$ cat src/design/fifo_pkg.sv
package fifo_pkg;

    // axi-lite register port widths
    localparam int CSR_ADDR_W = 5;
    localparam int CSR_DATA_W = 32;

    // register byte addresses
    typedef enum logic [CSR_ADDR_W-1:0] {
        CSR_CTRL   = 5'h00, // bit 0 flush, self clearing
        CSR_AF_TH  = 5'h04,
        CSR_AE_TH  = 5'h08,
        CSR_STATUS = 5'h0C, // read only
        CSR_ERR    = 5'h10  // write 1 to clear
    } csr_addr_e;

    typedef enum logic [1:0] {
        RESP_OKAY   = 2'b00,
        RESP_SLVERR = 2'b10
    } axi_resp_e;

    // bit positions in CSR_STATUS
    localparam int ST_EMPTY   = 0;
    localparam int ST_FULL    = 1;
    localparam int ST_AEMPTY  = 2;
    localparam int ST_AFULL   = 3;
    localparam int ST_CNT_LSB = 8; // data count from here up

endpackage

$ cat src/design/fifo_mem_if.sv
interface fifo_mem_if #(
    parameter int DEPTH      = 16,
    parameter int DATA_WIDTH = 32
) (
    input logic clk,
    input logic rst_n
);
    logic                     wen;
    logic [$clog2(DEPTH)-1:0] waddr;
    logic [DATA_WIDTH-1:0]    wdata;
    logic                     ren;
    logic [$clog2(DEPTH)-1:0] raddr;
    logic [DATA_WIDTH-1:0]    rdata;

    modport ctrl (output wen, waddr, wdata, ren, raddr, input rdata);
    modport mem (input wen, waddr, wdata, ren, raddr, output rdata);

    // the controller never reads the slot it is writing in the same cycle
    a_no_rw_collision : assert property (
        @(posedge clk) disable iff (!rst_n)
        (wen && ren) |-> (waddr != raddr)
    );

endinterface

$ cat src/design/fifo_ctrl.sv
module fifo_ctrl #(
    parameter int DEPTH      = 16,
    parameter int DATA_WIDTH = 32
) (
    input  logic                     clk,
    input  logic                     rst_n,
    // write side
    input  logic                     wr_en,
    input  logic [DATA_WIDTH-1:0]    wr_data,
    // read side
    input  logic                     rd_en,
    output logic [DATA_WIDTH-1:0]    rd_data,
    output logic                     rd_valid,
    // from the register block
    input  logic                     flush,
    input  logic [$clog2(DEPTH):0]   af_th,
    input  logic [$clog2(DEPTH):0]   ae_th,
    // flags and count
    output logic                     empty,
    output logic                     full,
    output logic                     almost_empty,
    output logic                     almost_full,
    output logic [$clog2(DEPTH):0]   data_cnt,
    output logic                     ovf_pulse,
    output logic                     udf_pulse,
    fifo_mem_if.ctrl                 mem_if
);
    localparam int AW = $clog2(DEPTH);

    logic [AW-1:0] wptr;
    logic [AW-1:0] rptr;
    logic [AW:0]   cnt;
    logic [AW:0]   cnt_nxt;
    logic          wr_ok;
    logic          rd_ok;

    assign wr_ok = wr_en & ~full;  // accepted write
    assign rd_ok = rd_en & ~empty; // accepted read

    // rejected requests become sticky bits in the register block
    assign ovf_pulse = wr_en & full;
    assign udf_pulse = rd_en & empty;

    always_comb
    begin
        case ({wr_ok, rd_ok})
            2'b10:   cnt_nxt = cnt + 1'b1;
            2'b01:   cnt_nxt = cnt - 1'b1;
            default: cnt_nxt = cnt; // both or neither
        endcase
    end

    always_ff @(posedge clk or negedge rst_n)
    begin
        if (!rst_n)
        begin
            wptr         <= '0;
            rptr         <= '0;
            cnt          <= '0;
            empty        <= 1'b1;
            full         <= 1'b0;
            almost_empty <= 1'b1;
            almost_full  <= 1'b0;
            rd_valid     <= 1'b0;
        end
        else if (flush)
        begin
            // back to the reset state and wins over any transfer
            wptr         <= '0;
            rptr         <= '0;
            cnt          <= '0;
            empty        <= 1'b1;
            full         <= 1'b0;
            almost_empty <= 1'b1;
            almost_full  <= 1'b0;
            rd_valid     <= 1'b0;
        end
        else
        begin
            if (wr_ok)
                wptr <= wptr + 1'b1;
            if (rd_ok)
                rptr <= rptr + 1'b1;
            cnt <= cnt_nxt;

            // empty/full only move when exactly one side transfers
            if (wr_ok ^ rd_ok)
            begin
                if (wr_ok)
                begin
                    empty <= 1'b0;
                    full  <= (cnt == DEPTH - 1);
                end
                else
                begin
                    empty <= (cnt == 1);
                    full  <= 1'b0;
                end
            end

            // thresholds may change at any time, so refresh every cycle
            almost_empty <= (cnt_nxt <= ae_th);
            almost_full  <= (cnt_nxt >= af_th);

            rd_valid <= rd_ok; // lines up with the ram read latency
        end
    end

    assign data_cnt = cnt;

    // ram ports
    assign mem_if.wen   = wr_ok;
    assign mem_if.waddr = wptr;
    assign mem_if.wdata = wr_data;
    assign mem_if.ren   = rd_ok;
    assign mem_if.raddr = rptr;
    assign rd_data      = mem_if.rdata;

    a_cnt_max : assert property (
        @(posedge clk) disable iff (!rst_n)
        cnt <= DEPTH
    );

    a_no_write_full : assert property (
        @(posedge clk) disable iff (!rst_n)
        mem_if.wen |-> (cnt < DEPTH)
    );

    a_flags_exclusive : assert property (
        @(posedge clk) disable iff (!rst_n)
        !(empty && full)
    );

endmodule

$ cat src/design/sdp_ram.sv
module sdp_ram #(
    parameter int DEPTH      = 16,
    parameter int DATA_WIDTH = 32
) (
    input logic     clk,
    fifo_mem_if.mem mem_if
);
    logic [DATA_WIDTH-1:0] mem [DEPTH];

    // write port
    always_ff @(posedge clk)
    begin
        if (mem_if.wen)
        begin
            mem[mem_if.waddr] <= mem_if.wdata;
        end
    end

    // registered read, data one cycle after ren
    always_ff @(posedge clk)
    begin
        if (mem_if.ren)
        begin
            mem_if.rdata <= mem[mem_if.raddr];
        end
    end

endmodule

$ cat src/design/fifo_csr.sv
module fifo_csr #(
    parameter int DEPTH       = 16,
    parameter int AF_TH_RESET = 12,
    parameter int AE_TH_RESET = 3
) (
    input  logic                            clk,
    input  logic                            rst_n,
    // axi4-lite slave
    input  logic [fifo_pkg::CSR_ADDR_W-1:0] s_axil_awaddr,
    input  logic                            s_axil_awvalid,
    output logic                            s_axil_awready,
    input  logic [fifo_pkg::CSR_DATA_W-1:0] s_axil_wdata,
    input  logic                            s_axil_wvalid,
    output logic                            s_axil_wready,
    output logic [1:0]                      s_axil_bresp,
    output logic                            s_axil_bvalid,
    input  logic                            s_axil_bready,
    input  logic [fifo_pkg::CSR_ADDR_W-1:0] s_axil_araddr,
    input  logic                            s_axil_arvalid,
    output logic                            s_axil_arready,
    output logic [fifo_pkg::CSR_DATA_W-1:0] s_axil_rdata,
    output logic [1:0]                      s_axil_rresp,
    output logic                            s_axil_rvalid,
    input  logic                            s_axil_rready,
    // controller status in
    input  logic                            empty,
    input  logic                            full,
    input  logic                            almost_empty,
    input  logic                            almost_full,
    input  logic [$clog2(DEPTH):0]          data_cnt,
    input  logic                            ovf_pulse,
    input  logic                            udf_pulse,
    // controls out
    output logic [$clog2(DEPTH):0]          af_th,
    output logic [$clog2(DEPTH):0]          ae_th,
    output logic                            flush
);
    import fifo_pkg::*;

    localparam int CW = $clog2(DEPTH) + 1;

    typedef enum logic [1:0] {CSR_IDLE, CSR_WRESP, CSR_RRESP} csr_state_e;

    csr_state_e            state;
    csr_addr_e             waddr;
    csr_addr_e             raddr;
    axi_resp_e             bresp_q;
    axi_resp_e             bresp_nxt;
    axi_resp_e             rresp_q;
    axi_resp_e             rresp_nxt;
    logic [CSR_DATA_W-1:0] rdata_q;
    logic [CSR_DATA_W-1:0] rdata_nxt;
    logic                  err_ovf;
    logic                  err_udf;
    logic                  wr_take;
    logic                  rd_take;
    logic                  th_ok;

    assign waddr = csr_addr_e'(s_axil_awaddr);
    assign raddr = csr_addr_e'(s_axil_araddr);
    assign th_ok = (s_axil_wdata >= 1) && (s_axil_wdata <= DEPTH - 1);

    // write needs address and data together, and beats a read
    assign wr_take        = (state == CSR_IDLE) && s_axil_awvalid && s_axil_wvalid;
    assign s_axil_awready = wr_take;
    assign s_axil_wready  = wr_take;
    assign s_axil_arready = (state == CSR_IDLE) && !(s_axil_awvalid && s_axil_wvalid);
    assign rd_take        = s_axil_arvalid && s_axil_arready;

    always_comb
    begin
        case (waddr)
            CSR_AF_TH, CSR_AE_TH: bresp_nxt = th_ok ? RESP_OKAY : RESP_SLVERR;
            CSR_CTRL, CSR_STATUS, CSR_ERR: bresp_nxt = RESP_OKAY; // status writes ignored
            default: bresp_nxt = RESP_SLVERR;
        endcase
    end

    always_comb
    begin
        rdata_nxt = '0;
        rresp_nxt = RESP_OKAY;
        case (raddr)
            CSR_CTRL:  rdata_nxt = '0; // flush is write only
            CSR_AF_TH: rdata_nxt[CW-1:0] = af_th;
            CSR_AE_TH: rdata_nxt[CW-1:0] = ae_th;
            CSR_STATUS:
            begin
                rdata_nxt[ST_EMPTY]            = empty;
                rdata_nxt[ST_FULL]             = full;
                rdata_nxt[ST_AEMPTY]           = almost_empty;
                rdata_nxt[ST_AFULL]            = almost_full;
                rdata_nxt[ST_CNT_LSB +: CW]    = data_cnt;
            end
            CSR_ERR:   rdata_nxt[1:0] = {err_udf, err_ovf};
            default:   rresp_nxt = RESP_SLVERR;
        endcase
    end

    always_ff @(posedge clk or negedge rst_n)
    begin
        if (!rst_n)
        begin
            state   <= CSR_IDLE;
            bresp_q <= RESP_OKAY;
            rresp_q <= RESP_OKAY;
        end
        else
        begin
            case (state)
                CSR_IDLE:
                begin
                    if (wr_take)
                    begin
                        state   <= CSR_WRESP;
                        bresp_q <= bresp_nxt;
                    end
                    else if (rd_take)
                    begin
                        state   <= CSR_RRESP;
                        rresp_q <= rresp_nxt;
                    end
                end
                CSR_WRESP: if (s_axil_bready) state <= CSR_IDLE;
                CSR_RRESP: if (s_axil_rready) state <= CSR_IDLE;
                default:   state <= CSR_IDLE;
            endcase
        end
    end

    always_ff @(posedge clk)
    begin
        if (rd_take)
            rdata_q <= rdata_nxt;
    end

    always_ff @(posedge clk or negedge rst_n)
    begin
        if (!rst_n)
        begin
            af_th   <= CW'(AF_TH_RESET);
            ae_th   <= CW'(AE_TH_RESET);
            flush   <= 1'b0;
            err_ovf <= 1'b0;
            err_udf <= 1'b0;
        end
        else
        begin
            flush <= wr_take && (waddr == CSR_CTRL) && s_axil_wdata[0]; // one shot
            if (wr_take && (waddr == CSR_AF_TH) && th_ok)
                af_th <= s_axil_wdata[CW-1:0];
            if (wr_take && (waddr == CSR_AE_TH) && th_ok)
                ae_th <= s_axil_wdata[CW-1:0];
            // a new event outranks the clear
            err_ovf <= ovf_pulse | (err_ovf & ~(wr_take && (waddr == CSR_ERR) && s_axil_wdata[0]));
            err_udf <= udf_pulse | (err_udf & ~(wr_take && (waddr == CSR_ERR) && s_axil_wdata[1]));
        end
    end

    assign s_axil_bvalid = (state == CSR_WRESP);
    assign s_axil_bresp  = bresp_q;
    assign s_axil_rvalid = (state == CSR_RRESP);
    assign s_axil_rresp  = rresp_q;
    assign s_axil_rdata  = rdata_q;

    a_bvalid_hold : assert property (
        @(posedge clk) disable iff (!rst_n)
        (s_axil_bvalid && !s_axil_bready) |=> s_axil_bvalid
    );

    a_rvalid_hold : assert property (
        @(posedge clk) disable iff (!rst_n)
        (s_axil_rvalid && !s_axil_rready) |=> s_axil_rvalid
    );

    a_flush_pulse : assert property (
        @(posedge clk) disable iff (!rst_n)
        flush |=> !flush
    );

endmodule

$ cat src/design/fifo_top.sv
module fifo_top #(
    parameter int DEPTH       = 16,
    parameter int DATA_WIDTH  = 32,
    parameter int AF_TH_RESET = 12,
    parameter int AE_TH_RESET = 3
) (
    input  logic                            clk,
    input  logic                            rst_n,
    // write side
    input  logic                            wr_en,
    input  logic [DATA_WIDTH-1:0]           wr_data,
    output logic                            full,
    output logic                            almost_full,
    // read side
    input  logic                            rd_en,
    output logic [DATA_WIDTH-1:0]           rd_data,
    output logic                            rd_valid,
    output logic                            empty,
    output logic                            almost_empty,
    // register port
    input  logic [fifo_pkg::CSR_ADDR_W-1:0] s_axil_awaddr,
    input  logic                            s_axil_awvalid,
    output logic                            s_axil_awready,
    input  logic [fifo_pkg::CSR_DATA_W-1:0] s_axil_wdata,
    input  logic                            s_axil_wvalid,
    output logic                            s_axil_wready,
    output logic [1:0]                      s_axil_bresp,
    output logic                            s_axil_bvalid,
    input  logic                            s_axil_bready,
    input  logic [fifo_pkg::CSR_ADDR_W-1:0] s_axil_araddr,
    input  logic                            s_axil_arvalid,
    output logic                            s_axil_arready,
    output logic [fifo_pkg::CSR_DATA_W-1:0] s_axil_rdata,
    output logic [1:0]                      s_axil_rresp,
    output logic                            s_axil_rvalid,
    input  logic                            s_axil_rready
);
    logic [$clog2(DEPTH):0] af_th;
    logic [$clog2(DEPTH):0] ae_th;
    logic [$clog2(DEPTH):0] data_cnt;
    logic                   flush;
    logic                   ovf_pulse;
    logic                   udf_pulse;

    fifo_mem_if #(.DEPTH(DEPTH), .DATA_WIDTH(DATA_WIDTH)) mem_if (.clk(clk), .rst_n(rst_n));

    fifo_csr #(
        .DEPTH(DEPTH), .AF_TH_RESET(AF_TH_RESET), .AE_TH_RESET(AE_TH_RESET)
    ) u_csr (
        .clk(clk), .rst_n(rst_n),
        .s_axil_awaddr(s_axil_awaddr), .s_axil_awvalid(s_axil_awvalid),
        .s_axil_awready(s_axil_awready),
        .s_axil_wdata(s_axil_wdata), .s_axil_wvalid(s_axil_wvalid),
        .s_axil_wready(s_axil_wready),
        .s_axil_bresp(s_axil_bresp), .s_axil_bvalid(s_axil_bvalid),
        .s_axil_bready(s_axil_bready),
        .s_axil_araddr(s_axil_araddr), .s_axil_arvalid(s_axil_arvalid),
        .s_axil_arready(s_axil_arready),
        .s_axil_rdata(s_axil_rdata), .s_axil_rresp(s_axil_rresp),
        .s_axil_rvalid(s_axil_rvalid), .s_axil_rready(s_axil_rready),
        .empty(empty), .full(full), .almost_empty(almost_empty), .almost_full(almost_full),
        .data_cnt(data_cnt), .ovf_pulse(ovf_pulse), .udf_pulse(udf_pulse),
        .af_th(af_th), .ae_th(ae_th), .flush(flush)
    );

    fifo_ctrl #(.DEPTH(DEPTH), .DATA_WIDTH(DATA_WIDTH)) u_ctrl (
        .clk(clk), .rst_n(rst_n),
        .wr_en(wr_en), .wr_data(wr_data),
        .rd_en(rd_en), .rd_data(rd_data), .rd_valid(rd_valid),
        .flush(flush), .af_th(af_th), .ae_th(ae_th),
        .empty(empty), .full(full), .almost_empty(almost_empty), .almost_full(almost_full),
        .data_cnt(data_cnt), .ovf_pulse(ovf_pulse), .udf_pulse(udf_pulse),
        .mem_if(mem_if.ctrl)
    );

    sdp_ram #(.DEPTH(DEPTH), .DATA_WIDTH(DATA_WIDTH)) u_ram (
        .clk(clk),
        .mem_if(mem_if.mem)
    );

endmodule

$ cat config.mk
export PLATFORM = sky130hd
export DESIGN_NAME = fifo_top
export DESIGN_NICKNAME = d
export VERILOG_FILES = /design/src/design/fifo_pkg.sv /design/src/design/fifo_mem_if.sv /design/src/design/fifo_ctrl.sv /design/src/design/sdp_ram.sv /design/src/design/fifo_csr.sv /design/src/design/fifo_top.sv
export SDC_FILE = /design/constraint.sdc
export NUM_CORES = 1
export LEC_CHECK = 0
export BUFFER_PORTS_ARGS = -buffer_cell sky130_fd_sc_hd__buf_4
export CAP_MARGIN = 20
export CORE_ASPECT_RATIO = 0.5
export CORE_MARGIN = 10
export CORE_UTILIZATION = 55
export CTS_CLUSTER_DIAMETER = 50
export DETAILED_ROUTE_END_ITERATION = 10
export GPL_TIMING_DRIVEN = 0
export PLACE_DENSITY = 0.7
export SLEW_MARGIN = 10
export SYNTH_ARGS = -nofsm -noshare
export SYNTH_HDL_FRONTEND = slang
export SYNTH_SLANG_ARGS = --single-unit
$ cat constraint.sdc
create_clock -name clk -period 3.39 [get_ports clk]
set_input_delay 0.678 -clock clk [delete_from_list [all_inputs] [get_ports clk]]
set_output_delay 0.678 -clock clk [all_outputs]
set_load 0.02 [all_outputs]
* After elaboration in Yosys (flattened, before gate mapping)
Memories as Yosys holds them, arrays and structs flattened. A register that Yosys moved wholly into a read port is not among the register bits. Cells that the tools add are included.
Word-level totals: register bits after elaboration 47, memory bits (writable) 512, output and inout bits 78, word-level logic and storage cells 114, memories kept 1
Cells by class: add/subtract/negate cells 4, magnitude comparators 4, equality and inequality tests 17, muxes and demuxes 28, bitwise operators 14, reductions and logical operators 28
Memories:
- u_ram.mem | depth 16, width 32, rd ports 1, clocked after Yosys merged registers in 1, wr ports 1, line sdp_ram.sv:8 | logic [DATA_WIDTH-1:0] mem [DEPTH];
Operators by type and width (count):
- $ge 32x1->1 const B | 1
- $le 32x4->1 const B | 1
- $eq 5x4->1 const B | 5
- $mux 4 | 4
- $logic_and 1x1->1 | 15
- $mux 2 | 6
- $pmux 2 s3 | 2
- $mux 1 | 11
- $eq 5x3->1 const B | 2
- $eq 5x5->1 const B | 2
- $logic_not 5->1 | 2
- $pmux 5 s2 | 1
- $add 4x1->4 const B | 2
- $pmux 2 s4 | 1
- $and 1x1->1 | 6
- $reduce_and 3->1 | 2
- $reduce_bool 2->1 | 3
- $add 5x1->5 const B | 1
- $eq 5x1->1 const B | 1
- $ge 5x5->1 | 1
- $le 5x5->1 | 1
- $mux 5 | 1
- $not 1->1 | 5
- $reduce_or 5->1 | 1
- other kinds (14) | 18

* Longest topological paths before layout
depth after elaboration 8, depth in mapped cells 11, gate-level depth less buffers 11

* Cells and area by module
Synthesis repeated with hierarchy kept, for this count alone.
Unflattened totals: cell total of the unflattened synthesis 1174, area, all modules 23417.5 sq um
By module, submodules not included:
- sdp_ram | instances 1, cells an instance 838, area each 20174.3 sq um, sequential area each 16335.7 sq um
- fifo_ctrl | instances 1, cells an instance 203, area each 1742.9 sq um, sequential area each 452.9 sq um
- fifo_csr | instances 1, cells an instance 133, area each 1500.2 sq um, sequential area each 730.7 sq um

* Worst setup path before layout
No wires, ideal clock.
path type register to register, from register u_ctrl.empty, to register u_ctrl.almost_full, setup time 0.135 ns, data arrival time 2.933 ns, required time 3.255 ns, setup slack 0.322 ns, cell stages (with the launch flop) 12, buffers on the path 0, period minus slack after synthesis 3.068 ns, path through dfstp_2 nand2b_2 clkinv_1 nand2_1 nand2_1 xnor2_1 ha_1 nand2b_1 a21oi_1 nor2b_1 o21ai_0 a211oi_1
On the way: longest elaborated chain between the ends 6, elaborated cells on any way between the ends 7, those cells by class order compare: 1; eq/ne: 2; mux: 2; bitwise: 2
RTL lines:
- start, declared | line fifo_ctrl.sv:19 | output logic empty,
- start signal, assigned | line fifo_ctrl.sv:96 | empty <= (cnt == 1);
- $not 1->1 * | line fifo_ctrl.sv:38 | assign rd_ok = rd_en & ~empty;
- $and 1x1->1 * | line fifo_ctrl.sv:38
- $eq 2x1->1 or $eq 2x2->1 (tied branches) | line fifo_ctrl.sv:46 | case ({wr_ok, rd_ok})
- $pmux 5 s2 * | line fifo_ctrl.sv:46
- $ge 5x5->1 * | line fifo_ctrl.sv:103 | almost_full <= (cnt_nxt >= af_th);
- $mux 1 * | line fifo_ctrl.sv:66 | else if (flush)
- end signal, assigned | line fifo_ctrl.sv:103
- end, declared | line fifo_ctrl.sv:22 | output logic almost_full,
Mark *: on every way between the ends. The rest lies on a longest branch, timed or not. A chain may end at the register's enable or synchronous reset.

==> impl_metrics.env <==
export IMPL_setup_viol_count_final=0
export IMPL_stdcell_count=2082
export IMPL_place_hpwl_mm=34.8
export IMPL_cts_tree="done"
export IMPL_drive_above_1_share_pct=26.3
export IMPL_antenna_found_initial=0
export IMPL_cpPeakStageDelay_ns=0.77
export IMPL_htreeDepth=2
export IMPL_place_congestion=0.822
export IMPL_vias=12520
export IMPL_holdWs_ns=0.0670
export IMPL_cts_hold_buf=0
export IMPL_nets=1566
export IMPL_drt_vias_per_instance=6.01
export IMPL_grt_total_usage_pct=20.3
export IMPL_core_area_um2=41800
export IMPL_ys_async_sr_fraction_pct=5.94
export IMPL_crit_type="flop to flop"
export IMPL_hp_class="primary input to asynchronous set/reset pin"
export IMPL_mostFrequentLayoutCell="edfxtp_1"
export IMPL_maxCapViolations=0
export IMPL_final_cell_mix="554 x edfxtp_1, 179 x buf_4, 130 x mux2i_1"
export IMPL_ys_flop_type="edfxtp_1"
export IMPL_synth_edf_count=554
export IMPL_root_buffer="clkbuf_16"
export IMPL_p_per_area_nw_per_um2=808
export IMPL_critPathLaunchType="flop"
export IMPL_drt_iter0_drc=1072
export IMPL_remaining_drc_errors=0
export IMPL_cp_slowest_cell="clkbuf_1"
export IMPL_clock_skew_ns=0.0248
export IMPL_cts_sinks=589
export IMPL_grt_first_pass_wirelength_mm=79.6
export IMPL_wl_per_cell_um=25.3
export IMPL_io_buffers=136
export IMPL_outcome="complete, no violations"
export IMPL_die_x_um=311
export IMPL_post_synth_cell_area_avg_um2=18.8
export IMPL_yosysSeqAreaShare_pct=75.4
export IMPL_cp_max_fo=10
export IMPL_grt_max_degree=37
export IMPL_drt_wl_total_mm=52.8
export IMPL_syn_cell_area_um2=23200
export IMPL_start_util_pct=55.5
export IMPL_critPathCaptureType="flop"
export IMPL_arrival_ns=2.91
export IMPL_fin_crit_sh_pct=76.8
export IMPL_ir_drop_mv=0.450
export IMPL_cts_buffers=50
export IMPL_cts_resized_gates=0
export IMPL_postRouteAntennaNets=0
export IMPL_die_height_um=165
export IMPL_slew_headroom_pct=33.7
export IMPL_max_slew_worst_pin_slew_ns=0.994
export IMPL_synth_distinct_cells=50
export IMPL_grt_setup_unrepaired="no"
export IMPL_insertion_delay_ns=0.59
export IMPL_critPathRequiredTime_ns=3.70
export IMPL_grt_pass1_vias=13307
export IMPL_gr_total_overflow=0
export IMPL_syn_inst=1236
export IMPL_io_pins=161
export IMPL_hold_violations=0
export IMPL_first_pass_iters=5
export IMPL_area_growth_pct=16.8
export IMPL_p_leak_uw=0.00961
export IMPL_num_rows=53
export IMPL_dieArea_um2=51400
export IMPL_path_cells="buf_2 > clkbuf_1 > mux4_2 > a22oi_1 > nand2_1"
export IMPL_clockBufferDepth=3
export IMPL_worst_r2r_cell_count=5
export IMPL_fmax_mhz=384
export IMPL_dp_cells=1989
export IMPL_drv_slew=0
export IMPL_fin_crit_ns=2.60
export IMPL_final_util_pct=64.9
export IMPL_ys_ff_latch=589
export IMPL_clkSlewWorstSetupHoldPaths_ns=0.07
export IMPL_postCtsSetupRepairBufs=0
export IMPL_num_antenna_cells=0
export IMPL_yosysWarningCount=0
[layout make-up]
class                           count  area [µm²]
Sequential cell                   589       17500
Fill cell                        2799       14700
Multi-Input combinational cell    566        5240
Timing Repair Buffer              153        1430
Clock buffer                       55        1290
Tap cell                          577         722
Buffer                             84         512
Clock inverter                     38         367
Inverter                           20        76.3
[final timing paths]
kind                                   startpoint                endpoint  slack (ns)
setup / recovery           u_ctrl.mem_if.raddr[1]  u_ram.mem_if.rdata[25]        0.79
hold / removal                              rst_n             u_ctrl.full        0.07
setup reg to reg           u_ctrl.mem_if.raddr[1]  u_ram.mem_if.rdata[25]        0.79
hold reg to reg                     u_csr.err_udf           u_csr.err_udf        0.52
max in group asynchronous                   rst_n          u_csr.ae_th[0]        2.95
min in group clk                    s_axil_bready          u_csr.state[0]        0.29
[logic make-up after synthesis]
family,after synthesis,synth area share (%)
AOI/OAI and AO/OA,168,5.23
xor gates and xnor gates,9,0.339
adders and majority gates,19,1.02
buffers and inverters,104,2.52
DFF,589,75.4
muxes,202,12.3
other,1,0.0161
and+or+nand+nor,144,3.17
[worst max-delay path, delay by kind of cell, from the launching register on]
kind / cells / cell delay, ns
buffers and inverters: 2 / 1.12
DFF: 1 / 0.46
muxes: 1 / 0.42
AOI/OAI and AO/OA: 1 / 0.22
and+or+nand+nor: 1 / 0.12
[report_power, final]
part | total, µW | switching [µW] | internal (µW)
clock | 5810 | 2640 | 3180
combinational | 6780 | 4060 | 2710
sequential | 9370 | 330 | 9040
[state kept, by name, summed over array words and instances, names as in the netlist]
| signal | flops |
|---|---|
| u_ctrl.data_cnt | 5 |
| u_csr.s_axil_rresp | 1 |
| u_csr.ae_th | 5 |
| u_csr.flush | 1 |
| u_ctrl.rd_valid | 1 |
| u_csr.err_ovf | 1 |
| u_csr.s_axil_rdata | 10 |
| u_ctrl.mem_if.raddr | 4 |
| u_ctrl.almost_full | 1 |
| u_csr.state | 2 |
| u_ctrl.full | 1 |
| u_csr.s_axil_bresp | 1 |
| u_ctrl.almost_empty | 1 |
| u_csr.af_th | 5 |
| u_ctrl.empty | 1 |
| u_ram.mem_if.rdata | 32 |
| u_ram.mem | 512 |
| u_ctrl.mem_if.waddr | 4 |
| u_csr.err_udf | 1 |
[Yosys cell counts, types with 19 or more instances]
cell type | count | area (µm²)
ha_1 | 19 | 238
and2_1 | 22 | 138
a22oi_1 | 37 | 278
o21ai_0 | 41 | 205
dfrtp_1 | 29 | 726
mux2i_1 | 130 | 1300
nor2_1 | 21 | 78.8
a221oi_1 | 64 | 561
mux4_2 | 64 | 1440
edfxtp_1 | 554 | 16600
nand2_1 | 53 | 199
inv_1 | 19 | 71.3
buf_4 | 43 | 323
[metrics by stage]
step | cell area (µm²) | total power, µW | setup WS, ns | setup TNS [ns]
2_1_floorplan | 23300 | 13800 | 0.322 | 0
6_report | 27200 | 22000 | 0.787 | 0
5_1_grt | 27200 | 22900 | 0.635 | 0
4_1_cts | 27200 | 22100 | 0.778 | 0
3_3_place_gp | 25100 | 15900 | -0.968 | -4.98
3_5_place_dp | 25500 | 16300 | 0.777 | 0
[metal layers]
layer,track usage [%],share of wire [%],up-vias,wire length [µm]
li1,-,-,5407,-
met1,26.4,41,6468,21900
met2,35.1,49,563,25800
met3,4.30,7.8,82,4140
met4,4.68,1.9,0,996
met5,0,0,-,0
No activity file was read; power rests on OpenSTA's default activity.
